### src/ahb_in_pkg.sv
package ahb_in_pkg;

  // ------------------------------
  // Field widths
  // ------------------------------

  localparam int unsigned addr_w  = 32;  // HADDR width
  localparam int unsigned hsize_w = 3;   // HSIZE width
  localparam int unsigned hprot_w = 4;   // HPROT width

  // ------------------------------
  // AHB encodings
  // ------------------------------

  // HTRANS, bit 1 set means an active transfer
  typedef enum logic [1:0] {
    trn_idle   = 2'b00,  // No transfer
    trn_busy   = 2'b01,  // Master pause inside a burst
    trn_nonseq = 2'b10,  // First beat or single
    trn_seq    = 2'b11   // Following beat of a burst
  } htrans_e;

  // HBURST
  typedef enum logic [2:0] {
    bur_single = 3'b000,
    bur_incr   = 3'b001,  // Undefined length incrementing
    bur_wrap4  = 3'b010,
    bur_incr4  = 3'b011,
    bur_wrap8  = 3'b100,
    bur_incr8  = 3'b101,
    bur_wrap16 = 3'b110,
    bur_incr16 = 3'b111
  } hburst_e;

  // HRESP, AHB2 style with retry and split
  typedef enum logic [1:0] {
    rsp_okay  = 2'b00,
    rsp_error = 2'b01,
    rsp_retry = 2'b10,
    rsp_split = 2'b11
  } hresp_e;

  // Pending-transfer FSM states
  typedef enum logic {
    st_pass = 1'b0,  // Live path to output stage
    st_held = 1'b1   // Transfer parked in holding register
  } pend_state_e;

  // ------------------------------
  // Port bundles
  // ------------------------------

  // Address and control phase
  typedef struct packed {
    logic               sel;       // HSEL
    htrans_e            trans;     // HTRANS
    logic [addr_w-1:0]  addr;      // HADDR
    logic               write;     // HWRITE
    logic [hsize_w-1:0] size;      // HSIZE
    hburst_e            burst;     // HBURST
    logic [hprot_w-1:0] prot;      // HPROT
    logic               mastlock;  // HMASTLOCK
  } ahb_addr_t;

  // Data phase response
  typedef struct packed {
    logic   ready;  // HREADYOUT
    hresp_e resp;   // HRESP
  } ahb_resp_t;

endpackage
### src/ahb_in_stage.sv
module ahb_in_stage (
  input  logic                  HCLK,          // AHB clock
  input  logic                  HRESETn,       // Sync reset, active low

  // Slave port from the master
  input  ahb_in_pkg::ahb_addr_t s_addr,        // HSELS, HTRANSS, HADDRS and the rest
  input  logic                  HREADYS,       // Bus-wide HREADY
  output ahb_in_pkg::ahb_resp_t s_resp,        // HREADYOUTS and HRESPS

  // Output stage side
  input  logic                  active_ip,     // Output stage currently serving us
  input  ahb_in_pkg::ahb_resp_t m_resp,        // readyout_ip and resp_ip
  output ahb_in_pkg::ahb_addr_t m_addr,        // Address phase towards the slave
  output logic                  held_tran_ip   // Request line to the arbiter
);

  import ahb_in_pkg::*;

  // ------------------------------
  // Internal nets
  // ------------------------------

  logic      load;        // Transfer accepted from master
  logic      pend;        // Holding register in use
  ahb_addr_t held_addr;   // Live or held address phase
  htrans_e   held_trans;  // Original trans for burst decision

  // ------------------------------
  // Hold control and response
  // ------------------------------

  ahb_pend_ctrl u_pend_ctrl (
    .HCLK         (HCLK),
    .HRESETn      (HRESETn),
    .s_addr       (s_addr),
    .HREADYS      (HREADYS),
    .active_ip    (active_ip),
    .m_resp       (m_resp),
    .load         (load),
    .pend         (pend),
    .held_tran_ip (held_tran_ip),
    .s_resp       (s_resp)
  );

  // Holding register and select
  ahb_hold_reg u_hold_reg (
    .HCLK       (HCLK),
    .HRESETn    (HRESETn),
    .s_addr     (s_addr),
    .load       (load),
    .pend       (pend),
    .held_addr  (held_addr),
    .held_trans (held_trans)
  );

  // ------------------------------
  // Burst correction
  // ------------------------------

  // Rewrites trans and burst only, all other fields pass unchanged
  ahb_burst_fix u_burst_fix (
    .HCLK       (HCLK),
    .HRESETn    (HRESETn),
    .s_addr     (s_addr),
    .HREADYS    (HREADYS),
    .load       (load),
    .active_ip  (active_ip),
    .held_addr  (held_addr),
    .held_trans (held_trans),
    .m_addr     (m_addr)
  );

endmodule

### src/ahb_burst_fix.sv
module ahb_burst_fix (
  input  logic                  HCLK,        // AHB clock
  input  logic                  HRESETn,     // Sync reset, active low
  input  ahb_in_pkg::ahb_addr_t s_addr,      // Live address phase
  input  logic                  HREADYS,     // Bus-wide HREADY
  input  logic                  load,        // Transfer accepted this cycle
  input  logic                  active_ip,   // Output stage serving this port
  input  ahb_in_pkg::ahb_addr_t held_addr,   // Live or held address phase
  input  ahb_in_pkg::htrans_e   held_trans,  // Trans before NONSEQ forcing
  output ahb_in_pkg::ahb_addr_t m_addr       // Corrected address phase
);

  import ahb_in_pkg::*;

  // ------------------------------
  // Early burst termination
  // ------------------------------

  // Output stage may drop us mid burst, the remaining beats then
  // go out as an undefined length INCR burst
  logic override_q;
  logic override_d;
  logic bound_q;
  logic bound_d;
  logic bound_en;
  logic [3:0] offset;  // Beat index within 16 beats
  logic [3:0] check;   // Offset with bits above wrap length set

  always_comb
  begin
    override_d = override_q;
    if (s_addr.trans == trn_nonseq || s_addr.trans == trn_idle)
    begin
      override_d = 1'b0;  // New burst or end of burst
    end
    else if (s_addr.trans == trn_seq && load && !active_ip)
    begin
      override_d = 1'b1;  // Burst broken by the output stage
    end
  end

  always_ff @(posedge HCLK)
  begin
    if (!HRESETn)
    begin
      override_q <= 1'b0;
    end
    else if (HREADYS)
    begin
      override_q <= override_d;
    end
  end

  // ------------------------------
  // Wrap boundary detection
  // ------------------------------

  // Beat number from address, byte to doubleword
  always_comb
  begin
    case (s_addr.size)
      3'b000:  offset = s_addr.addr[3:0];
      3'b001:  offset = s_addr.addr[4:1];
      3'b010:  offset = s_addr.addr[5:2];
      3'b011:  offset = s_addr.addr[6:3];
      default: offset = s_addr.addr[3:0];  // Wider sizes not handled
    endcase
  end

  // Last beat before the wrap has all offset bits of the wrap length set
  always_comb
  begin
    case (s_addr.burst)
      bur_wrap4:  check = {2'b11, offset[1:0]};
      bur_wrap8:  check = {1'b1, offset[2:0]};
      bur_wrap16: check = offset;
      default:    check = 4'b0000;  // Incrementing bursts never wrap
    endcase
  end

  assign bound_d  = &check;
  assign bound_en = s_addr.trans[1] & HREADYS;  // Update on active beats only

  always_ff @(posedge HCLK)
  begin
    if (!HRESETn)
    begin
      bound_q <= 1'b0;
    end
    else if (bound_en)
    begin
      bound_q <= bound_d;
    end
  end

  // ------------------------------
  // Output correction
  // ------------------------------

  always_comb
  begin
    m_addr = held_addr;
    if (override_q && held_trans != trn_nonseq)
    begin
      m_addr.burst = bur_incr;  // Length no longer known to the slave
    end
    if (override_q && bound_q)
    begin
      // SEQ to NONSEQ, BUSY to IDLE after the wrap
      m_addr.trans = htrans_e'({held_addr.trans[1], 1'b0});
    end
  end

  // Any accepted NONSEQ ends an override
  a_nonseq_clears_override: assert property (
    @(posedge HCLK) disable iff (!HRESETn)
    (HREADYS && s_addr.trans == trn_nonseq) |=> !override_q
  );

endmodule

### src/ahb_pend_ctrl.sv
module ahb_pend_ctrl (
  input  logic                  HCLK,          // AHB clock
  input  logic                  HRESETn,       // Sync reset, active low
  input  ahb_in_pkg::ahb_addr_t s_addr,        // Live address phase
  input  logic                  HREADYS,       // Bus-wide HREADY
  input  logic                  active_ip,     // Output stage serving this port
  input  ahb_in_pkg::ahb_resp_t m_resp,        // Response of shared slave
  output logic                  load,          // Transfer accepted this cycle
  output logic                  pend,          // In held state
  output logic                  held_tran_ip,  // Request to output stage
  output ahb_in_pkg::ahb_resp_t s_resp         // Response to master
);

  import ahb_in_pkg::*;

  // ------------------------------
  // Transfer decode
  // ------------------------------

  logic        addr_valid;  // Selected and NONSEQ or SEQ
  logic        data_valid;  // Data phase of a valid transfer
  pend_state_e state_q;
  pend_state_e state_d;

  assign addr_valid = s_addr.sel & s_addr.trans[1];  // Bit 1 set for active trans
  assign load       = addr_valid & HREADYS;

  // ------------------------------
  // Pending-transfer FSM
  // ------------------------------

  // Load with output stage busy has priority over completion
  always_comb
  begin
    state_d = state_q;
    if (load && !active_ip)
    begin
      state_d = st_held;
    end
    else if (active_ip && m_resp.ready)
    begin
      state_d = st_pass;  // Held beat driven and done on the slave
    end
  end

  always_ff @(posedge HCLK)
  begin
    if (!HRESETn)
    begin
      state_q <= st_pass;
    end
    else
    begin
      state_q <= state_d;
    end
  end

  assign pend         = (state_q == st_held);
  assign held_tran_ip = load | pend;  // Live request or parked request

  // Data phase tracking follows the master pipeline
  always_ff @(posedge HCLK)
  begin
    if (!HRESETn)
    begin
      data_valid <= 1'b0;
    end
    else if (HREADYS)
    begin
      data_valid <= addr_valid;
    end
  end

  // ------------------------------
  // Response mux
  // ------------------------------

  always_comb
  begin
    if (!data_valid)
    begin
      s_resp.ready = 1'b1;      // Idle, busy or not selected
      s_resp.resp  = rsp_okay;
    end
    else if (pend)
    begin
      s_resp.ready = 1'b0;      // Wait states until output stage takes it
      s_resp.resp  = rsp_okay;
    end
    else
    begin
      s_resp = m_resp;          // Shared slave answers directly
    end
  end

  // Held beat always sits in a live data phase of the master
  a_held_has_data: assert property (
    @(posedge HCLK) disable iff (!HRESETn)
    pend |-> data_valid
  );

  // Held state is only reached through an accepted transfer
  a_held_after_load: assert property (
    @(posedge HCLK) disable iff (!HRESETn)
    (!pend ##1 pend) |-> $past(load)
  );

endmodule

### src/ahb_hold_reg.sv
module ahb_hold_reg (
  input  logic                  HCLK,        // AHB clock
  input  logic                  HRESETn,     // Sync reset, active low
  input  ahb_in_pkg::ahb_addr_t s_addr,      // Live address phase
  input  logic                  load,        // Capture strobe
  input  logic                  pend,        // Select held copy
  output ahb_in_pkg::ahb_addr_t held_addr,   // Address phase to burst fix
  output ahb_in_pkg::htrans_e   held_trans   // Unmodified trans, live or stored
);

  import ahb_in_pkg::*;

  // ------------------------------
  // Holding register
  // ------------------------------

  ahb_addr_t stored_q;  // Last accepted address phase

  // Every accepted transfer is captured, even when it goes straight through
  // Only the copy made while the output stage is busy is ever selected
  always_ff @(posedge HCLK)
  begin
    if (!HRESETn)
    begin
      stored_q.trans <= trn_idle;  // No burst history out of reset
    end
    else if (load)
    begin
      stored_q <= s_addr;
    end
  end

  // ------------------------------
  // Live/held select
  // ------------------------------

  // Held copy is presented as a fresh NONSEQ to the slave
  always_comb
  begin
    if (pend)
    begin
      held_addr       = stored_q;
      held_addr.sel   = 1'b1;        // Still selected, master has moved on
      held_addr.trans = trn_nonseq;  // Restart the transfer on the output
    end
    else
    begin
      held_addr = s_addr;  // Zero latency path
    end
  end

  // Trans before the NONSEQ forcing
  // Tells burst fix whether the held beat was the start of a burst
  always_comb
  begin
    if (pend)
    begin
      held_trans = stored_q.trans;
    end
    else
    begin
      held_trans = s_addr.trans;
    end
  end

endmodule

### config.mk
export PLATFORM = sky130hd
export DESIGN_NAME = ahb_in_stage
export DESIGN_NICKNAME = d
export VERILOG_FILES = /design/src/ahb_in_pkg.sv /design/src/ahb_in_stage.sv /design/src/ahb_burst_fix.sv /design/src/ahb_pend_ctrl.sv /design/src/ahb_hold_reg.sv
export SDC_FILE = /design/constraint.sdc
export NUM_CORES = 1
export LEC_CHECK = 0
export BUFFER_PORTS_ARGS = -buffer_cell sky130_fd_sc_hd__buf_4
export CAP_MARGIN = 5
export CORE_ASPECT_RATIO = 1.75
export CORE_MARGIN = 4
export CORE_UTILIZATION = 42
export CTS_CLUSTER_SIZE = 25
export DETAILED_ROUTE_END_ITERATION = 8
export PLACE_DENSITY_LB_ADDON = 0.15
export SYNTH_ARGS = -nofsm -noshare
export SYNTH_HDL_FRONTEND = slang
export SYNTH_SLANG_ARGS = --single-unit
### constraint.sdc
create_clock -name HCLK -period 2.74 [get_ports HCLK]
set_input_delay 0.137 -clock HCLK [delete_from_list [all_inputs] [get_ports HCLK]]
set_output_delay 0.137 -clock HCLK [all_outputs]
set_load 0.02 [all_outputs]
==> flow_metrics.tcl <==
set metrics [dict create \
    worstMarginPinSlew_ps 627 \
    fin_nets 335 \
    cts_buffers 5 \
    min_to "u_hold_reg.stored_q[26]" \
    clk_pin_slew_ps 90 \
    mostFrequentLayoutCells "106 x buf_4, 44 x edfxtp_1, 38 x mux2_2" \
    initial_utilization 0.433 \
    drive_above_1_share 0.564 \
    async_flop_share 0 \
    clock_path_buffers 2 \
    grt_max_degree 25 \
    crit_slowest_cell "dfxtp_2" \
    drt-total-wl_mm 5.63 \
    syn_nets 216 \
    port_buffers 104 \
    reg2regPathDepth 3 \
    synth_cell_types 32 \
    ant_nets 0 \
    max_stage_delay_ps 590 \
    gp_congestion 0.732 \
    die_w_um 63.9 \
    crit_arrival_ps 1790 \
    grt_pass1_wl_mm 8.66 \
    power_density_nw_per_um2 497 \
    synth-seq-cells 50 \
    total_power_mw 1.69 \
    dp_hpwl_mm 4.17 \
    reg2reg_to "u_pend_ctrl.pend" \
    fin_setup_tns_ps 0 \
    crit_path_end_kind "output pin" \
    antenna_found_initial 0 \
    outcome "complete, no violations" \
    boundaryPins 105 \
    worst-path-buf-inv 2 \
    hp-start "s_addr[26]" \
    fin_ws_ps 811 \
    top_layer_used "met4" \
    hold_viol 0 \
    crit_type "flip-flop to output pin" \
    dieArea_um2 6750 \
    cts_tree "built" \
    whs_path_depth 1 \
    crit_fanout 22 \
    finalSetupViolCount 0 \
    dr.pass1.iters 4 \
    grt_pass1_vias 1759 \
    final_common_cell "buf_4" \
    min_period_over_period 0.704 \
    fin_worst_skew_ps 0 \
    overflow 0 \
    num_rows 35 \
    area_growth_pct 48.3 \
    period_needed_ps 1930 \
    clock-sinks 50 \
    core-area_um2 5300 \
    ys_seq_area_frac 0.628 \
    hold_ws_ps 23.3 \
    critical-path-top-delay-family "flip-flops" \
    ys.flop_type "edfxtp_1" \
    die_h_um 106 \
    postSynthCellCount 162 \
    grt_usage 0.165 \
    vias_per_cell 4.84 \
    setup.worst_path.start_class "flip-flop" \
    drc_errors 0 \
    htree_levels 2 \
    rsz0062_at_grt "false" \
    syn_area_um2 2290 \
    drt-met1-wl_mm 2.04 \
    synth-edff-count 44 \
    fmax_mhz 518 \
    path_cells "buf_4 > mux2_2 > buf_4" \
    wl_met3_um 340 \
    maxCapViolCount 0 \
    dp_slack_ps 1080 \
    post_cts_resized 0 \
    crit_top_cell "buf_4" \
    critical_path_required_ps 2600 \
    first_iter_violations 72 \
    ir_worst_vdd_mv 0.355 \
    avgSynthCellArea_um2 14.2 \
    routedWlPerCell_um 15.8 \
    dr_total_vias 1722 \
    insertion_delay_ps 290 \
    slew_violations 0 \
    insertedDiodeCount 0 \
    route.met2.wl_mm 3.18 \
    rrSetupSlack_ps 1540 \
    hold_path_class "input port to flip-flop" \
    maxSlewHeadroom 0.581 \
    yosys_warnings 0 \
    r2r_start "u_pend_ctrl.pend" \
    cts_root_buf "clkbuf_8" \
    cellLeakagePower_nw 1.38 \
]
==> registers in the layout, indices dropped and copies added (netlist names) <==
register,count
u_burst_fix.bound_q,1
u_pend_ctrl.data_valid,1
u_pend_ctrl.pend,1
u_hold_reg.stored_q,46
u_burst_fix.override_q,1
==> synthesized netlist by cell type, types with 3 or more instances <==
cell	number	share of area
o21ai_0	6	0.013
dfxtp_1	6	0.052
a21oi_1	8	0.017
nand3_1	3	0.0065
inv_1	9	0.015
buf_2	5	0.011
nor2_1	12	0.020
edfxtp_1	44	0.58
mux2_2	38	0.19
nand2_1	6	0.0098
==> per-layer routing <==
metal | track usage | vias to the layer above
li1 | - | 840
met1 | 0.185 | 810
met2 | 0.298 | 66
met3 | 0.0362 | 6
met4 | 0.0572 | 0
met5 | 0 | -
==> metrics by stage <==
stage,instances,utilization,area (µm²)
3_3_place_gp,336,0.598,3170
6_report,356,0.642,3400
3_5_place_dp,336,0.598,3170
2_1_floorplan,162,-,2290
5_1_grt,356,0.642,3400
4_1_cts,344,0.619,3280
==> worst max path at each step <==
stage / start / end / cells after the start
finish: u_pend_ctrl.pend / m_addr[24] / 3
global route: u_pend_ctrl.pend / m_addr[11] / 3
detailed placement: s_addr[45] / u_hold_reg.stored_q[36] / 4
floorplan: s_addr[46] / u_hold_reg.stored_q[0] / 2
CTS: u_pend_ctrl.pend / m_addr[24] / 3
global placement: s_addr[45] / u_hold_reg.stored_q[36] / 4
==> cells by family after synthesis <==
family,count (synthesis),share of synthesized area
DFF,50,0.628
muxes,40,0.195
and+or+nand+nor,31,0.0687
AOI/OAI and AO/OA,24,0.0715
buffers and inverters,16,0.0322
xor gates and xnor gates,1,0.00382
==> layout make-up <==
class                      instances  area (µm²)
tap                               74        92.6
fill                             423        1900
clock inverter                     2        37.5
clock buffer                       6        72.6
multi-input combinational         96         786
timing repair buffer             119         936
sequential                        50        1440
inverter                           9        33.8
==> where the power goes <==
part,switching [mW],internal (mW),total [mW]
Clock,0.235,0.272,0.508
Sequential,0.00854,0.852,0.861
Combinational,0.154,0.166,0.321
==> repair_timing <==
item                      4_1_cts  5_1_grt
buffers inserted                0        0
hold buffers                    0       12
hold endpoints to repair        0       12
Power figures use the tool's default switching activity.
